==> src/include/fpu_exp_config.svh <==
//////////////////////////////////////////////////////////////////////
// widths, exponent maxima and adjust codes of the add exponent path
// include wherever a width or a constant of the datapath is needed
//////////////////////////////////////////////////////////////////////

`ifndef FPU_EXP_CONFIG_SVH
`define FPU_EXP_CONFIG_SVH

//////////////////////////////////////////////////////////////////////
// field and datapath widths
//////////////////////////////////////////////////////////////////////

`define FPU_EXP_W       11 // raw exponent field of a double operand
`define FPU_SNG_EXP_W   8  // single field sits in the top bits of the raw field
`define FPU_EXP_WIDE_W  13 // internal width with carry and borrow guard bits
`define FPU_DIFF_W      12 // exposed exponent difference
`define FPU_SHL_CNT_W   6  // post-normalization left shift count

// largest exponent per precision, used for overflow saturation
`define FPU_DBL_EXP_MAX 11'h7ff
`define FPU_SNG_EXP_MAX 11'h0ff

//////////////////////////////////////////////////////////////////////
// stage 3 normalize adjust codes
//////////////////////////////////////////////////////////////////////

`define FPU_ADJ_SAME    2'd0 // keep exponent
`define FPU_ADJ_INC     2'd1 // fraction carried out
`define FPU_ADJ_DEC     2'd2 // fraction one place short

`endif
==> src/logic/fpu_pipe_pkg.sv <==
//////////////////////////////////////////////////////////////////////
// pipeline control types driven from the fraction path
//////////////////////////////////////////////////////////////////////

`default_nettype none

`include "fpu_exp_config.svh"

package fpu_pipe_pkg;

	// normalize adjust code, see FPU_ADJ_* in the config header
	typedef logic [1:0] exp_adj_t;

	// left shift count after normalization
	typedef logic [`FPU_SHL_CNT_W-1:0] shl_cnt_t;

endpackage

`default_nettype wire

==> src/logic/fpu_exp_pkg.sv <==
//////////////////////////////////////////////////////////////////////
// exponent data types of the add pipe
// imported by every block that moves or computes an exponent
//////////////////////////////////////////////////////////////////////

`default_nettype none

`include "fpu_exp_config.svh"

package fpu_exp_pkg;

	// raw field from the operand, also the width of the final result
	typedef logic [`FPU_EXP_W-1:0] exp_t;

	// internal exponent
	// top bit set means the value went negative (borrow out)
	typedef logic [`FPU_EXP_WIDE_W-1:0] exp_wide_t;

	// alignment difference as seen by the fraction path
	typedef logic [`FPU_DIFF_W-1:0] exp_diff_t;

endpackage

`default_nettype wire

==> src/logic/exp_stage_if.sv <==
//////////////////////////////////////////////////////////////////////
// stage 2 boundary of the exponent path
// compare side drives it, adjust side picks it up
//////////////////////////////////////////////////////////////////////

`timescale 1ns/1ps
`default_nettype none

interface exp_stage_if import fpu_exp_pkg::*; ();

	exp_wide_t stage2_exp; // larger exponent, zero extended
	logic      stage2_dbl; // precision flag travelling with it

	//////////////////////////////////////////////////////////////////////
	// views
	//////////////////////////////////////////////////////////////////////

	modport src (
		output stage2_exp,
		output stage2_dbl
	);

	modport dst (
		input  stage2_exp,
		input  stage2_dbl
	);

endinterface

`default_nettype wire

==> src/logic/fpu_add_exp.sv <==
//////////////////////////////////////////////////////////////////////
// add pipe exponent datapath top
// wires compare, adjust and result stages to the plain port list
//////////////////////////////////////////////////////////////////////

`timescale 1ns/1ps
`default_nettype none

`include "fpu_exp_config.svh"

module fpu_add_exp import fpu_exp_pkg::*, fpu_pipe_pkg::*; (
	input  wire            rclk,                // pipe clock
	input  wire            i_arst_n,
	input  wire            i_a1stg_step,        // load stage 1
	input  wire            i_a6stg_step,        // advance the pipe
	input  wire exp_t      i_in1_exp,
	input  wire exp_t      i_in2_exp,
	input  wire            i_dblop,             // 1 = double, 0 = single
	input  wire exp_adj_t  i_a3stg_adj,         // valid while item is in stage 3
	input  wire shl_cnt_t  i_a4stg_shl_cnt,     // valid while item is in stage 4
	input  wire            i_a4stg_rndadd_cout, // valid while item is in stage 4
	output exp_diff_t      o_exp_diff,
	output logic           o_in2_larger,
	output exp_diff_t      o_a4stg_exp,         // stage 4 exponent, low bits
	output exp_t           o_add_exp_out
);

	exp_stage_if stg_if ();   // stage 2 boundary

	exp_wide_t a4_exp;        // full stage 4 exponent
	logic      a4_dbl;

	exp_compare u_compare (
		.i_rclk       (rclk),
		.i_arst_n     (i_arst_n),
		.i_a1stg_step (i_a1stg_step),
		.i_a6stg_step (i_a6stg_step),
		.i_in1_exp    (i_in1_exp),
		.i_in2_exp    (i_in2_exp),
		.i_dblop      (i_dblop),
		.o_exp_diff   (o_exp_diff),
		.o_in2_larger (o_in2_larger),
		.o_stg        (stg_if.src)
	);

	exp_adjust u_adjust (
		.i_rclk       (rclk),
		.i_arst_n     (i_arst_n),
		.i_a6stg_step (i_a6stg_step),
		.i_a3stg_adj  (i_a3stg_adj),
		.i_stg        (stg_if.dst),
		.o_a4stg_exp  (a4_exp),
		.o_a4stg_dbl  (a4_dbl)
	);

	exp_result u_result (
		.i_rclk              (rclk),
		.i_arst_n            (i_arst_n),
		.i_a6stg_step        (i_a6stg_step),
		.i_a4stg_exp         (a4_exp),
		.i_a4stg_dbl         (a4_dbl),
		.i_a4stg_shl_cnt     (i_a4stg_shl_cnt),
		.i_a4stg_rndadd_cout (i_a4stg_rndadd_cout),
		.o_add_exp_out       (o_add_exp_out)
	);

	assign o_a4stg_exp = a4_exp[`FPU_DIFF_W-1:0]; // guard bit stays inside

endmodule

`default_nettype wire

==> src/logic/exp_result.sv <==
//////////////////////////////////////////////////////////////////////
// stage 4 output of the exponent path
// shift count subtract, round increment, clamp and result register
//////////////////////////////////////////////////////////////////////

`timescale 1ns/1ps
`default_nettype none

`include "fpu_exp_config.svh"

module exp_result import fpu_exp_pkg::*, fpu_pipe_pkg::*; (
	input  wire            i_rclk,
	input  wire            i_arst_n,
	input  wire            i_a6stg_step,        // load the output register
	input  wire exp_wide_t i_a4stg_exp,         // stage 4 exponent
	input  wire            i_a4stg_dbl,         // stage 4 precision
	input  wire shl_cnt_t  i_a4stg_shl_cnt,     // post-normalize left shift
	input  wire            i_a4stg_rndadd_cout, // carry out of the round adder
	output exp_t           o_add_exp_out        // final add exponent
);

	exp_wide_t exp_shl;     // exponent less the shift count
	exp_wide_t exp_inc;     // exponent plus the rounding carry
	exp_wide_t exp_pre;     // before clamping
	exp_wide_t prec_max;    // saturation value of this precision
	logic      shl_nz;
	logic      exp_uf;      // result went below zero
	logic      exp_of;      // result reached the precision maximum
	exp_t      exp_out_nxt;

	//////////////////////////////////////////////////////////////////////
	// normalization and rounding
	//////////////////////////////////////////////////////////////////////

	assign shl_nz  = |i_a4stg_shl_cnt;
	assign exp_shl = i_a4stg_exp - exp_wide_t'(i_a4stg_shl_cnt); // borrow lands in bit 12
	assign exp_inc = i_a4stg_exp + exp_wide_t'(1);

	// a left shift means no round carry is possible, so it wins
	always_comb begin
		if (shl_nz) begin
			exp_pre = exp_shl;
		end else if (i_a4stg_rndadd_cout) begin
			exp_pre = exp_inc;
		end else begin
			exp_pre = i_a4stg_exp;
		end
	end

	//////////////////////////////////////////////////////////////////////
	// underflow and overflow clamp
	//////////////////////////////////////////////////////////////////////

	assign prec_max = i_a4stg_dbl ? exp_wide_t'(`FPU_DBL_EXP_MAX)
		: exp_wide_t'(`FPU_SNG_EXP_MAX);

	assign exp_uf = exp_pre[`FPU_EXP_WIDE_W-1];           // sign guard bit
	assign exp_of = !exp_uf && (exp_pre >= prec_max);     // only for positive values

	always_comb begin
		if (exp_uf) begin
			exp_out_nxt = '0;                             // flush to zero
		end else if (exp_of) begin
			exp_out_nxt = prec_max[`FPU_EXP_W-1:0];       // all ones of the precision
		end else begin
			exp_out_nxt = exp_pre[`FPU_EXP_W-1:0];
		end
	end

	//////////////////////////////////////////////////////////////////////
	// output register
	//////////////////////////////////////////////////////////////////////

	always_ff @(posedge i_rclk or negedge i_arst_n) begin
		if (!i_arst_n) begin
			o_add_exp_out <= '0;
		end else if (i_a6stg_step) begin
			o_add_exp_out <= exp_out_nxt;
		end
	end

endmodule

`default_nettype wire

==> src/logic/exp_adjust.sv <==
//////////////////////////////////////////////////////////////////////
// stage 3 and 4 of the exponent path
// normalize adjust by +1 / -1 / 0 into the held stage 4 register
//////////////////////////////////////////////////////////////////////

`timescale 1ns/1ps
`default_nettype none

`include "fpu_exp_config.svh"

module exp_adjust import fpu_exp_pkg::*, fpu_pipe_pkg::*; (
	input  wire            i_rclk,
	input  wire            i_arst_n,
	input  wire            i_a6stg_step, // advance stages 2 -> 3 -> 4
	input  wire exp_adj_t  i_a3stg_adj,  // adjust code for the stage 3 item
	exp_stage_if.dst       i_stg,        // stage 2 exponent and precision
	output exp_wide_t      o_a4stg_exp,  // stage 4 exponent
	output logic           o_a4stg_dbl   // stage 4 precision
);

	exp_wide_t a3_exp_q;
	logic      a3_dbl_q;
	exp_wide_t a3_exp_plus1;
	exp_wide_t a3_exp_minus1;
	exp_wide_t a4_exp_sel;   // adjusted value picked by the code
	exp_wide_t a4_exp_nxt;
	logic      a4_dbl_nxt;

	//////////////////////////////////////////////////////////////////////
	// stage 3 register
	//////////////////////////////////////////////////////////////////////

	always_ff @(posedge i_rclk or negedge i_arst_n) begin
		if (!i_arst_n) begin
			a3_exp_q <= '0;
			a3_dbl_q <= 1'b0;
		end else if (i_a6stg_step) begin
			a3_exp_q <= i_stg.stage2_exp;
			a3_dbl_q <= i_stg.stage2_dbl;
		end
	end

	// both directions computed up front, code only steers the mux
	assign a3_exp_plus1  = a3_exp_q + exp_wide_t'(1);
	assign a3_exp_minus1 = a3_exp_q - exp_wide_t'(1); // 0 wraps negative

	always_comb begin
		case (i_a3stg_adj)
			`FPU_ADJ_INC:  a4_exp_sel = a3_exp_plus1;
			`FPU_ADJ_DEC:  a4_exp_sel = a3_exp_minus1;
			`FPU_ADJ_SAME: a4_exp_sel = a3_exp_q;
			default:       a4_exp_sel = a3_exp_q; // spare code keeps exponent
		endcase
	end

	//////////////////////////////////////////////////////////////////////
	// stage 4 register
	//////////////////////////////////////////////////////////////////////

	// no enable here, the register feeds itself back while the pipe stalls
	assign a4_exp_nxt = i_a6stg_step ? a4_exp_sel : o_a4stg_exp;
	assign a4_dbl_nxt = i_a6stg_step ? a3_dbl_q   : o_a4stg_dbl;

	always_ff @(posedge i_rclk or negedge i_arst_n) begin
		if (!i_arst_n) begin
			o_a4stg_exp <= '0;
			o_a4stg_dbl <= 1'b0;
		end else begin
			o_a4stg_exp <= a4_exp_nxt;
			o_a4stg_dbl <= a4_dbl_nxt;
		end
	end

endmodule

`default_nettype wire

==> src/logic/exp_compare.sv <==
//////////////////////////////////////////////////////////////////////
// stage 1 and 2 of the exponent path
// operand capture, exponent compare and larger exponent register
//////////////////////////////////////////////////////////////////////

`timescale 1ns/1ps
`default_nettype none

`include "fpu_exp_config.svh"

module exp_compare import fpu_exp_pkg::*; (
	input  wire       i_rclk,
	input  wire       i_arst_n,
	input  wire       i_a1stg_step,  // load the operand registers
	input  wire       i_a6stg_step,  // advance into stage 2
	input  wire exp_t i_in1_exp,     // operand 1 exponent field
	input  wire exp_t i_in2_exp,     // operand 2 exponent field
	input  wire       i_dblop,       // 1 = double precision
	output exp_diff_t o_exp_diff,    // in1 - in2, low bits
	output logic      o_in2_larger,  // borrow out of the compare
	exp_stage_if.src  o_stg          // stage 2 register outputs
);

	exp_t      in1_q;      // stage 1 operand 1
	exp_t      in2_q;      // stage 1 operand 2
	logic      dbl_q;      // stage 1 precision
	exp_wide_t in1_fld;    // precision field of operand 1
	exp_wide_t in2_fld;
	exp_wide_t exp_diff;   // full difference incl. borrow bit
	exp_wide_t larger_fld;

	//////////////////////////////////////////////////////////////////////
	// stage 1 operand registers
	//////////////////////////////////////////////////////////////////////

	always_ff @(posedge i_rclk or negedge i_arst_n) begin
		if (!i_arst_n) begin
			in1_q <= '0;
			in2_q <= '0;
			dbl_q <= 1'b0;
		end else if (i_a1stg_step) begin
			in1_q <= i_in1_exp;
			in2_q <= i_in2_exp;
			dbl_q <= i_dblop;
		end
	end

	// single precision only looks at the top bits of the raw field
	assign in1_fld = dbl_q ? exp_wide_t'(in1_q)
		: exp_wide_t'(in1_q[`FPU_EXP_W-1 -: `FPU_SNG_EXP_W]);
	assign in2_fld = dbl_q ? exp_wide_t'(in2_q)
		: exp_wide_t'(in2_q[`FPU_EXP_W-1 -: `FPU_SNG_EXP_W]);

	//////////////////////////////////////////////////////////////////////
	// exponent compare
	//////////////////////////////////////////////////////////////////////

	// both fields are zero extended so bit 12 is a clean borrow
	assign exp_diff = in1_fld - in2_fld;

	assign o_exp_diff   = exp_diff[`FPU_DIFF_W-1:0];      // alignment amount
	assign o_in2_larger = exp_diff[`FPU_EXP_WIDE_W-1];    // set when in2 > in1

	assign larger_fld = o_in2_larger ? in2_fld : in1_fld; // ties go to in1

	//////////////////////////////////////////////////////////////////////
	// stage 2 register
	//////////////////////////////////////////////////////////////////////

	always_ff @(posedge i_rclk or negedge i_arst_n) begin
		if (!i_arst_n) begin
			o_stg.stage2_exp <= '0;
			o_stg.stage2_dbl <= 1'b0;
		end else if (i_a6stg_step) begin
			o_stg.stage2_exp <= larger_fld;
			o_stg.stage2_dbl <= dbl_q;     // precision follows the item
		end
	end

endmodule

`default_nettype wire

==> config.mk <==
export PLATFORM = sky130hd
export DESIGN_NAME = fpu_add_exp
export DESIGN_NICKNAME = d
export VERILOG_FILES = /design/src/logic/fpu_pipe_pkg.sv /design/src/logic/fpu_exp_pkg.sv /design/src/logic/exp_stage_if.sv /design/src/logic/fpu_add_exp.sv /design/src/logic/exp_result.sv /design/src/logic/exp_adjust.sv /design/src/logic/exp_compare.sv
export VERILOG_INCLUDE_DIRS = /design/src /design/src/include
export SDC_FILE = /design/constraint.sdc
export NUM_CORES = 1
export LEC_CHECK = 0
export BUFFER_PORTS_ARGS = -buffer_cell sky130_fd_sc_hd__buf_2
export CAP_MARGIN = 10
export CORE_MARGIN = 2
export CORE_UTILIZATION = 59
export CTS_CLUSTER_SIZE = 24
export DETAILED_ROUTE_END_ITERATION = 7
export GPL_ROUTABILITY_DRIVEN = 0
export PLACE_DENSITY = 0.88
export SETUP_SLACK_MARGIN = 0.3
export SYNTH_ARGS = -nofsm -noshare
export SYNTH_HDL_FRONTEND = slang
export SYNTH_HIERARCHICAL = 1
export SYNTH_SLANG_ARGS = --single-unit
==> constraint.sdc <==
create_clock -name rclk -period 4.3 [get_ports rclk]
set_clock_uncertainty 0.2 [all_clocks]
set_input_delay 0 -clock rclk [delete_from_list [all_inputs] [get_ports rclk]]
set_output_delay 0 -clock rclk [all_outputs]
set_load 0.02 [all_outputs]
; Word level (Yosys, flattened, before mapping)
; Index checks and enable logic that the tools add are counted.
[classes]
add_sub_neg = 5
n_lt_le_gt_ge = 1
n_eq_ne = 2
muxes = 9
reduce_logical = 3
[ops]
columns = operator, count
row1 = $mux W11, 5
row2 = $mux W13, 3
row3 = $add A13 B1 Y13 const B, 2
row4 = $pmux W13 S2, 1
row5 = $ge A13 B13 Y1, 1
row6 = $sub A13 B1 Y13 const B, 1
row7 = $sub A13 B13 Y13, 1
row8 = $sub A13 B6 Y13, 1
row9 = $reduce_or A6 Y1, 1
row10 = $eq A2 B1 Y1 const B, 1
row11 = $eq A2 B2 Y1 const B, 1
row12 = $logic_and A1 B1 Y1, 1
row13 = $logic_not A1 Y1, 1
[totals]
regBits = 76
elab_cells = 30

; Logic depth before layout (Yosys ltp)
; Gate-level depths: netlist of the first run.
[logic_depth]
word_depth = 7
ltp_mapped = 17
ltp_nobuf = 17

; Cells and area by module
; Netlist of the first run, hierarchy kept.
[modules_own_cells]
columns = module, instances, cells_per_inst, area_per_inst_um2, seq_area_each_um2
row1 = exp_compare, 1, 218, 2361.0, 875.8
row2 = exp_adjust, 1, 216, 1991.9, 700.7
row3 = exp_result, 1, 164, 1383.8, 275.3

; Worst setup path after synthesis of the first run
; No wires, ideal clock.
[synth_timing]
path_kind = reg-to-reg
from = register u_adjust.o_a4stg_exp[4]
to = register u_result.o_add_exp_out[3]
setup_ns = 0.121
t_arrival_ns = 3.228
path_slack_ns = 0.751
path_stages_with_launch = 16
n_path_buf = 1
path_cell_list = dfrtp_1 ha_1 clkbuf_1 a21o_1 a211oi_2 a31oi_2 a21oi_1 xor2_1 ha_1 a21o_1 a21oi_1 nand2_1 a21oi_1 or2_4 nand2_1 a22o_1
[synth_via]
elab_chain_cells = 7
word_cells_on_any_way = 9
[synth_lines]
columns = element, line
row1 = from (decl), exp_adjust.sv:17  ; output exp_wide_t o_a4stg_exp,
row2 = from (signal assigned), exp_adjust.sv:69  ; o_a4stg_exp <= a4_exp_nxt;
row3 = $add A13 B1 Y13, exp_result.sv:37  ; assign exp_inc = i_a4stg_exp + exp_wide_t'(1);
row4 = $mux W13, exp_result.sv:43  ; end else if (i_a4stg_rndadd_cout) begin
row5 = $mux W13 *, exp_result.sv:41  ; if (shl_nz) begin
row6 = $ge A13 B13 Y1 / $logic_not A1 Y1 (equally long branches), exp_result.sv:58  ; assign exp_of = !exp_uf && (exp_pre >= prec_max);
row7 = $logic_and A1 B1 Y1, exp_result.sv:58
row8 = $mux W11, exp_result.sv:63  ; end else if (exp_of) begin
row9 = $mux W11 *, exp_result.sv:61  ; if (exp_uf) begin
row10 = to (signal assigned), exp_result.sv:78  ; o_add_exp_out <= exp_out_nxt;
row11 = to (decl), exp_result.sv:19  ; output exp_t o_add_exp_out
; Mark *: on every way between the ends. The rest lies on a longest branch, timed or not.
; A chain may end at the register's enable or synchronous reset.

; Worst setup path after layout of the first run
[layout_timing]
from = register u_adjust.o_a4stg_exp[0]
to = register u_result.o_add_exp_out[1]
; Same word-level chain as after synthesis.

==> flow_metrics.py, run 1 <==
metrics = {
    "global_routing": {
        "gr-total-overflow": 0,
        "antenna_found_initial": 0,
        "grt_pass1_wl_um": 24000,
        "groute.usage.overall_pct": 28.8,
        "grt_max_degree": 42,
        "grt_pass1_vias": 5084,
    },
    "pwr": {
        "power_frac_seq_pct": 33.3,
        "p_switching_mw": 1.61,
        "intPower_mw": 1.89,
        "peakVddDrop_v": 0.000370,
        "p_leak_nw": 2.88,
        "p_sw_share_pct": 46.0,
        "power_frac_comb_pct": 51.2,
        "pwr_density_cell_nw_per_um2": 538,
        "p_clk_share_pct": 15.5,
    },
    "sta": {
        "rsz0062_at_grt": "false",
        "max_freq_mhz": 261,
        "hold_viol_final": 0,
        "setup_viol": 0,
        "fin_setup_tns_ns": 0,
        "min_period_ns": 3.83,
        "maxSlewHeadroom_pct": 31.7,
        "timing.hold.ws_ns": 0.0407,
        "worstMarginPinSlew_ns": 1.02,
        "min_period_over_period_pct": 89.2,
        "fin_ws_ns": 0.466,
        "maxSlewViolCount": 0,
    },
    "drt": {
        "drc_errors": 0,
        "detail_route.iter0.violations": 351,
        "firstDrtPassIters": 5,
        "num_vias": 5147,
        "finalWirelength_um": 14500,
        "viasPerCell": 6.42,
        "postRouteAntennaNets": 0,
        "route.detailed.wl_per_inst_um": 18.1,
    },
    "logic_synthesis": {
        "ys.flop_type": "dfrtp_1",
        "postSynthCellCount": 598,
        "async_reset_ff_share_pct": 100,
        "yosysWarningCount": 6,
        "avgSynthCellArea_sq_um": 9.59,
        "synth_commonest_cells": "dfrtp_1, mux2_2, nand2_1, nor2_1, inv_1",
        "synth_area_leaders": "dfrtp_1, mux2_2, ha_1, nand2_1, nor2_1",
        "yosysMostFrequentCell": "dfrtp_1",
        "ys_seq_area_share_pct": 32.3,
        "synth_area_sq_um": 5740,
        "yosysTopAreaCell": "dfrtp_1",
        "ys_seq_elements": 74,
        "ys_types": 84,
        "synth_top_area_share_pct": 32.3,
        "synth-edff-count": 0,
    },
    "die": {
        "row_count": 35,
        "core_area_sq_um": 9330,
        "start_util_pct": 61.5,
        "ios": 72,
        "die_x_um": 103,
        "design.die.area_sq_um": 10500,
        "die_h_um": 103,
    },
    "place": {
        "place_hpwl_um": 10200,
        "placedCellCount": 763,
        "post-place-ws_ns": 0.361,
        "port_buffers": 71,
    },
    "cts": {
        "insertion_delay_ns": 0.35,
        "cts_buffers": 9,
        "h-tree-depth": 3,
        "post-cts-setup-buffers": 0,
        "clockBufferDepth": 2,
        "cts_sinks": 74,
        "clk_pin_slew_ns": 0.08,
        "cts_tree": "done",
        "cts_root_buf": "clkbuf_8",
    },
    "critical_path": {
        "cp.required_ns": 4.34,
        "path_max_fanout": 6,
        "crit_path_start_kind": "flop",
        "critPathKind": "flop to flop",
        "worst_ep_arrival_time_ns": 3.87,
        "endpoint_kind": "flop",
    },
    "cells_and_area": {
        "regArea_sq_um": 1850,
        "finalNonFillerCells": 802,
        "finalNetCount": 731,
        "final_util_pct": 69.9,
        "n_antenna_cell": 0,
        "multiInputGateArea_sq_um": 3540,
        "nFillCells": 690,
        "drive_above_1_share_pct": 27.6,
        "area_delta_synth_final_pct": 13.7,
    },
    "min_path": {
        "min_path_type": "input pin to flop",
    },
    "status": {
        "status": "finished clean",
    },
    "job": {
        "drv_cap": 0,
    },
}
## path summary, 6_finish.rpt
path                                           start                       endpoint  slack (ns)  depth (start not counted)
setup reg to reg             u_adjust/o_a4stg_exp[0]      u_result/o_add_exp_out[1]        0.47                         15
max in group asynchronous                   i_arst_n  u_compare/o_stg.stage2_exp[1]        2.81                          3
hold reg to reg            u_result/o_add_exp_out[4]      u_result/o_add_exp_out[4]        0.30                          1
setup / recovery             u_adjust/o_a4stg_exp[0]      u_result/o_add_exp_out[1]        0.47                         15
hold / removal                          i_a1stg_step            u_compare/in2_q[10]        0.04                          2
min in group asynchronous                   i_arst_n             u_compare/in2_q[1]        0.12                          2
## kinds of logic (layout without fill, tap and decap cells)
group,count (synthesis),after routing,share of synthesized area [%]
AND/OR/NAND/NOR,181,181,17.6
AO/OA/AOI/OAI,148,148,21.1
buffers and inverters,78,152,6.54
flip-flops,74,74,32.3
multiplexers,63,63,12.1
XOR/XNOR,27,27,4.38
adder cells (fa/ha/maj),26,26,5.93
other,1,2,0.0654
## metal layers
layer	routed length (um)	share of wire [%]	track usage, %
met1	5700	39	36.0
met2	7080	49	48.5
met3	1100	7.6	3.86
met4	602	4.2	15.3
met5	0	0	0
## placed cells by master, fill, tap and decap left out, types with 11 or more instances in the layout
cell type,synthesis,final
a21oi_1,26,24
buf_2,11,71
dfrtp_1,74,74
dlygate4sd3_1,0,24
ha_1,24,23
inv_1,36,36
mux2_2,49,49
mux2i_1,12,12
nand2_1,37,37
nand3_1,17,17
nor2_1,37,37
o21ai_0,12,12
xnor2_1,13,13
xor2_1,12,11
## power by group through the flow
| stage | Combinational (mW) | Sequential [mW] | Clock (mW) |
|---|---|---|---|
| after global routing | 1.95 | 1.20 | 0.579 |
| after floorplan | 1.29 | 1.14 | 0 |
| final | 1.80 | 1.17 | 0.542 |
| after detailed placement | 1.71 | 1.17 | 0 |
| after global placement | 1.65 | 1.15 | 0 |
| after CTS | 1.74 | 1.15 | 0.553 |
## per-stage QoR
step | power, mW | area (sq um)
6_report | 3.51 | 6520
5_1_grt | 3.73 | 6520
4_1_cts | 3.45 | 6490
3_5_place_dp | 2.88 | 6060
3_3_place_gp | 2.80 | 6060
2_1_floorplan | 2.43 | 5740
## flip-flops by register name, indices dropped and copies added, names as in the netlist
register,flops
u_adjust/a3_dbl_q,1
u_adjust/a3_exp_q,13
u_adjust/o_a4stg_dbl,1
u_adjust/o_a4stg_exp,13
u_compare/dbl_q,1
u_compare/in1_q,11
u_compare/in2_q,11
u_compare/o_stg.stage2_dbl,1
u_compare/o_stg.stage2_exp,11
u_result/o_add_exp_out,11
## repair_timing
item,in CTS,in global routing
hold buffers,24,0
gates resized for setup,0,6
endpoints found under the setup margin,0,11
endpoints found under the hold margin,63,0
## layout make-up
class,instances,share of cell area [%]
inverters,37,2.13
repair buffers,100,9.71
clock inverters,6,1.02
clock buffers,9,1.90
flip-flops and latches,74,28.4
well taps,129,2.48
multi-input cells,447,54.4
## worst max-delay path, cell delays in order, from the launching register on
cell and delay (ns):
dfrtp_1 0.45, inv_1 0.09, ha_1 0.17, inv_1 0.06, fa_1 0.41, a21oi_2 0.22
a2bb2oi_2 0.24, nand3b_1 0.13, o2bb2a_1 0.31, xor2_2 0.21, ha_1 0.29, nand3_1 0.10
and4b_1 0.22, and4_4 0.21, a211oi_1 0.31, o2bb2ai_1 0.10
(Power assumes the default switching activity.)
==> inputs of run 2 (changes only) <==
==> constraint.sdc (replaced) <==
create_clock -name rclk -period 4.3 [get_ports rclk]
set_clock_uncertainty 0.2 [all_clocks]
set_input_delay 0.215 -clock rclk [delete_from_list [all_inputs] [get_ports rclk]]
set_output_delay 0.215 -clock rclk [all_outputs]
set_load 0.02 [all_outputs]
==> flow_metrics.py, run 2 (synthesized netlist as in run 1, its figures left out) <==
metrics = {
    "status": {
        "status": "finished clean",
    },
    "min_path": {
        "whs_path_depth": 2,
        "hold_start": "i_a1stg_step",
        "hold-path-endpoint": "u_compare/in1_q[4]",
        "min_path_type": "input pin to flop",
    },
    "global_routing": {
        "antenna_found_initial": 0,
        "grt_pass1_wl_um": 23500,
        "grt_busiest_layer": "met2",
        "gr-total-overflow": 0,
        "use_met2_pct": 48.6,
        "groute.usage.overall_pct": 28.4,
        "grt_use_met3_pct": 4.81,
        "met1_usage_pct": 35.8,
        "grt_max_degree": 48,
        "grt_pass1_vias": 4959,
    },
    "sta": {
        "worstMarginPinSlew_ns": 1.04,
        "max_freq_mhz": 257,
        "min_period_ns": 3.89,
        "fin_ws_ns": 0.414,
        "setup_viol": 0,
        "min_period_over_period_pct": 90.4,
        "hold_viol_final": 0,
        "rsz0062_at_grt": "true",
        "maxSlewHeadroom_pct": 30.8,
        "fin_setup_tns_ns": 0,
        "maxSlewViolCount": 0,
    },
    "pwr": {
        "power_frac_comb_pct": 50.3,
        "power_frac_seq_pct": 32.6,
        "pwr_density_cell_nw_per_um2": 543,
        "p_sw_share_pct": 45.0,
        "peakVddDrop_v": 0.000426,
        "p_switching_mw": 1.60,
        "intPower_mw": 1.96,
        "p_clk_share_pct": 17.1,
        "p_leak_nw": 2.92,
    },
    "critical_path": {
        "worst_path_most_repeated_cell": "a21oi_2",
        "worst_ep_arrival_time_ns": 3.89,
        "critPathTopFamily": "compound AO/OA/AOI/OAI gates",
        "crit_chain": "inv_1 > ha_1 > inv_1 > fa_1 > a21oi_2 > a2bb2oi_2 > nand3b_1 > o2bb2a_1 > xor2_2 > ha_1 > a21oi_1 > nand2_1 > a21oi_2 > nor2_2 > a21oi_2 > o221ai_1",
        "cp_num_buf_inv": 2,
        "reg2reg_from": "u_adjust/o_a4stg_exp[0]",
        "endpoint_kind": "flop",
        "reg2reg_depth": 16,
        "slowest_delay_ns": 0.45,
        "rrSetupSlack_ns": 0.41,
        "critPathKind": "flop to flop",
        "slowest_stage": "dfrtp_1",
        "path_max_fanout": 7,
        "crit_path_start_kind": "flop",
        "r2r_end": "u_result/o_add_exp_out[9]",
        "cp.required_ns": 4.30,
    },
    "die": {
        "core_area_sq_um": 9330,
        "design.die.area_sq_um": 10500,
        "ios": 72,
        "die_h_um": 103,
        "die_x_um": 103,
        "start_util_pct": 61.5,
        "row_count": 35,
    },
    "cells_and_area": {
        "final_common_cell": "dfrtp_1",
        "area_delta_synth_final_pct": 14.4,
        "reg_top3": "u_adjust/a3_exp_q (13), u_adjust/o_a4stg_exp (13)",
        "mostFrequentLayoutCells": "dfrtp_1, buf_2, mux2_2",
        "finalNonFillerCells": 806,
        "final_util_pct": 70.3,
        "finalNetCount": 734,
        "postLayoutCellArea_sq_um": 6560,
        "n_antenna_cell": 0,
        "drive_above_1_share_pct": 27.9,
    },
    "drt": {
        "firstDrtPassIters": 5,
        "route.detailed.wl_per_inst_um": 17.4,
        "detail_route.iter0.violations": 281,
        "postRouteAntennaNets": 0,
        "num_vias": 5080,
        "drc_errors": 0,
        "finalWirelength_um": 14100,
        "viasPerCell": 6.30,
    },
    "place": {
        "placedCellCount": 765,
        "place_area_sq_um": 6070,
        "port_buffers": 71,
        "post-place-ws_ns": 0.266,
        "place_hpwl_um": 10000,
    },
    "job": {
        "drv_cap": 0,
    },
    "cts": {
        "cts_buffers": 9,
        "cts_root_buf": "clkbuf_8",
        "cts_tree": "done",
        "clk_pin_slew_ns": 0.08,
        "insertion_delay_ns": 0.37,
        "cts_sinks": 74,
        "clockBufferDepth": 2,
        "h-tree-depth": 3,
    },
}
[run 2: repair_timing]
item                                   CTS  global route
setup endpoints to repair                3            13
hold buffers                            24             0
endpoints found under the hold margin   69             0
setup buffers                            0             1
pin swaps                                0             1
gates resized for setup                  1             4
[run 2: cell type report]
| type | count | area (sq um) |
|---|---|---|
| Clock inverter | 6 | 90.1 |
| Sequential cell | 74 | 1850 |
| Multi-Input combinational cell | 447 | 3540 |
| Clock buffer | 10 | 128 |
| Timing Repair Buffer | 103 | 656 |
| Fill cell | 659 | 2770 |
| Inverter | 37 | 139 |
| Tap cell | 129 | 161 |
[run 2: how the worst max path moves through the flow]
stage	startpoint	to	slack, ns	cells past startpoint
after floorplan	u_adjust/o_a4stg_exp[4]	u_result/o_add_exp_out[3]	0.75	15
after detailed placement	u_adjust/o_a4stg_exp[0]	u_result/o_add_exp_out[9]	0.27	16
after global placement	u_adjust/o_a4stg_exp[0]	u_result/o_add_exp_out[10]	0.67	16
final	u_adjust/o_a4stg_exp[0]	u_result/o_add_exp_out[9]	0.41	16
after global routing	u_adjust/o_a4stg_exp[0]	u_result/o_add_exp_out[9]	0.26	16
after CTS	u_compare/dbl_q	o_exp_diff[11]	0.31	9
[run 2: power groups by stage]
stage | Clock (mW) | Combinational (mW) | Sequential, mW
CTS | 0.619 | 1.75 | 1.15
finish | 0.610 | 1.79 | 1.16
global route | 0.656 | 1.94 | 1.19
global placement | 0 | 1.65 | 1.15
floorplan | 0 | 1.29 | 1.14
detailed placement | 0 | 1.72 | 1.16
[run 2: per-stage QoR]
stage          total power [mW]  hold slack, ns
3_3_place_gp               2.80           0.233
6_report                   3.57           0.232
5_1_grt                    3.79           0.228
2_1_floorplan              2.43          -0.281
3_5_place_dp               2.88           0.251
4_1_cts                    3.52           0.216
[run 2: layer usage]
metal  up-vias  wire [um]
li1       2372          -
met4         0        459
met5         -          0
met3        41        829
met2       204       7130
met1      2463       5630
==> inputs of run 3 (changes only) <==
- CORE_UTILIZATION: 59 -> 50
- PLACE_DENSITY: 0.88 -> 0.77
- RECOVER_POWER: unset -> 25
==> flow_metrics.py, run 3 (synthesized netlist as in run 1, its figures left out) <==
metrics = {
    "status": {
        "status": "complete, but fails checks",
        "violations": "max-capacitance violations, max-slew violations",
    },
    "pwr": {
        "pwr_density_cell_nw_per_um2": 556,
        "peakVddDrop_v": 0.000335,
        "total_power_mw": 3.70,
        "p_leak_nw": 2.91,
    },
    "drt": {
        "top_layer": "met4",
        "route.met2.wl_um": 6930,
        "route.detailed.wl_per_inst_um": 17.2,
        "firstDrtPassIters": 5,
        "detail_route.iter0.violations": 252,
        "wl_met3_um": 704,
        "viasPerCell": 6.11,
        "postRouteAntennaNets": 0,
        "wl_met1_um": 6140,
        "num_vias": 5007,
        "drc_errors": 0,
        "finalWirelength_um": 14100,
    },
    "cts": {
        "cts_sinks": 74,
        "h-tree-depth": 3,
        "cts_tree": "done",
        "clk_pin_slew_ns": 0.06,
        "cts_root_buf": "clkbuf_16",
        "insertion_delay_ns": 0.34,
        "clockBufferDepth": 2,
        "cts_buffers": 9,
    },
    "cells_and_area": {
        "multiInputGateArea_sq_um": 3550,
        "mostFrequentLayoutCells": "dfrtp_1, buf_2, mux2_2",
        "postLayoutCellArea_sq_um": 6650,
        "finalNetCount": 733,
        "drive_above_1_share_pct": 26.5,
        "reg_top3": "u_adjust/a3_exp_q (13), u_adjust/o_a4stg_exp (13)",
        "n_antenna_cell": 0,
        "area_delta_synth_final_pct": 15.9,
        "nFillCells": 977,
        "final_common_cell": "dfrtp_1",
        "regArea_sq_um": 1850,
    },
    "job": {
        "drv_cap": 1,
    },
    "sta": {
        "worstMarginPinSlew_ns": 2.03,
        "rsz0062_at_grt": "false",
        "setup_viol": 0,
        "fin_setup_tns_ns": 0,
        "maxSlewViolCount": 45,
        "maxSlewHeadroom_pct": -35.2,
        "min_period_ns": 3.91,
        "max_freq_mhz": 256,
        "min_period_over_period_pct": 90.8,
        "hold_viol_final": 0,
    },
    "critical_path": {
        "reg2reg_from": "u_adjust/o_a4stg_exp[0]",
        "crit_chain": "inv_1 > ha_1 > inv_1 > fa_1 > a21oi_2 > a2bb2oi_2 > nand3b_1 > o2bb2a_1 > xor2_2 > ha_1 > nand3_1 > and4b_1 > nand4_1 > o2111ai_1 > o221ai_1",
        "endpoint_kind": "flop",
        "critPathTopFamily": "compound AO/OA/AOI/OAI gates",
        "critPathKind": "flop to flop",
        "r2r_end": "u_result/o_add_exp_out[8]",
        "path_max_fanout": 6,
        "cp_num_buf_inv": 2,
        "crit_path_start_kind": "flop",
        "worst_ep_arrival_time_ns": 3.83,
        "cp.required_ns": 4.22,
        "reg2reg_depth": 15,
        "slowest_delay_ns": 0.45,
        "slowest_stage": "dfrtp_1",
        "rrSetupSlack_ns": 0.39,
    },
    "place": {
        "place_hpwl_um": 10000,
        "place_area_sq_um": 6080,
        "port_buffers": 71,
    },
    "min_path": {
        "whs_path_depth": 2,
        "min_path_type": "input pin to flop",
        "hold_start": "i_a1stg_step",
        "hold-path-endpoint": "u_compare/in2_q[6]",
    },
    "die": {
        "start_util_pct": 50.7,
        "die_h_um": 111,
        "design.die.area_sq_um": 12300,
        "row_count": 39,
        "die_x_um": 111,
        "ios": 72,
        "core_area_sq_um": 11300,
    },
    "global_routing": {
        "groute.usage.overall_pct": 23.1,
        "grt_pass1_vias": 5016,
        "grt_pass1_wl_um": 23600,
        "grt_max_degree": 75,
        "antenna_found_initial": 0,
        "gr-total-overflow": 0,
    },
}
==> run 3: report_power, final <==
part / internal [mW] / total, mW / switching, mW / leakage [nW]
Combinational: 0.746 / 1.79 / 1.04 / 1.87
Sequential: 0.880 / 1.17 / 0.292 / 0.898
Clock: 0.407 / 0.735 / 0.328 / 0.142
Total: 2.03 / 3.70 / 1.66 / 2.91
==> run 3: layout make-up <==
class	instances	share of cell area (%)
Inverter	37	2.09
Tap cell	143	2.69
Sequential cell	74	27.9
Clock inverter	7	1.05
Multi-Input combinational cell	447	53.4
Timing Repair Buffer	102	9.52
Clock buffer	9	3.39
==> run 3: worst max path at each step <==
stage	slack, ns	from	endpoint	cells after the start
finish	0.39	u_adjust/o_a4stg_exp[0]	u_result/o_add_exp_out[8]	15
global route	0.26	u_adjust/o_a4stg_exp[0]	u_result/o_add_exp_out[9]	15
CTS	0.35	u_adjust/o_a4stg_exp[0]	u_result/o_add_exp_out[8]	16
detailed placement	0.41	u_adjust/o_a4stg_exp[0]	u_result/o_add_exp_out[8]	16
global placement	0.58	u_adjust/o_a4stg_exp[0]	u_result/o_add_exp_out[8]	16
floorplan	0.75	u_adjust/o_a4stg_exp[4]	u_result/o_add_exp_out[3]	15
==> run 3: worst reg2reg max path, cell delays in order, from the launching register on <==
cell and delay [ns]:
dfrtp_1 0.45, inv_1 0.08, ha_1 0.16, inv_1 0.06, fa_1 0.42, a21oi_2 0.23
a2bb2oi_2 0.21, nand3b_1 0.12, o2bb2a_1 0.31, xor2_2 0.10, ha_1 0.33, nand3_1 0.10
and4b_1 0.32, nand4_1 0.19, o2111ai_1 0.26, o221ai_1 0.17
==> run 3: timing repair <==
item	in CTS	in global routing
endpoints found under the setup margin	2	13
endpoints found under the hold margin	97	0
pin swaps	0	1
resized for setup	1	8
hold buffers	24	0
setup buffers	0	1
==> run 3: per-stage QoR <==
stage / util [%] / hold WS (ns) / cells / setup WS, ns
after floorplan: - / -0.281 / 599 / 0.751
after detailed placement: 53.7 / 0.252 / 778 / 0.408
final: 58.8 / 0.255 / 819 / 0.394
after global routing: 58.8 / 0.270 / 819 / 0.260
after global placement: 53.7 / 0.247 / 778 / 0.579
after CTS: 58.5 / 0.254 / 818 / 0.346
==> run 3: layer usage <==
metal  up-vias  global-route usage [%]
li1       2376                       -
met5         -                       0
met3        37                    4.21
met1      2407                    29.3
met2       187                    39.0
met4         0                    9.22
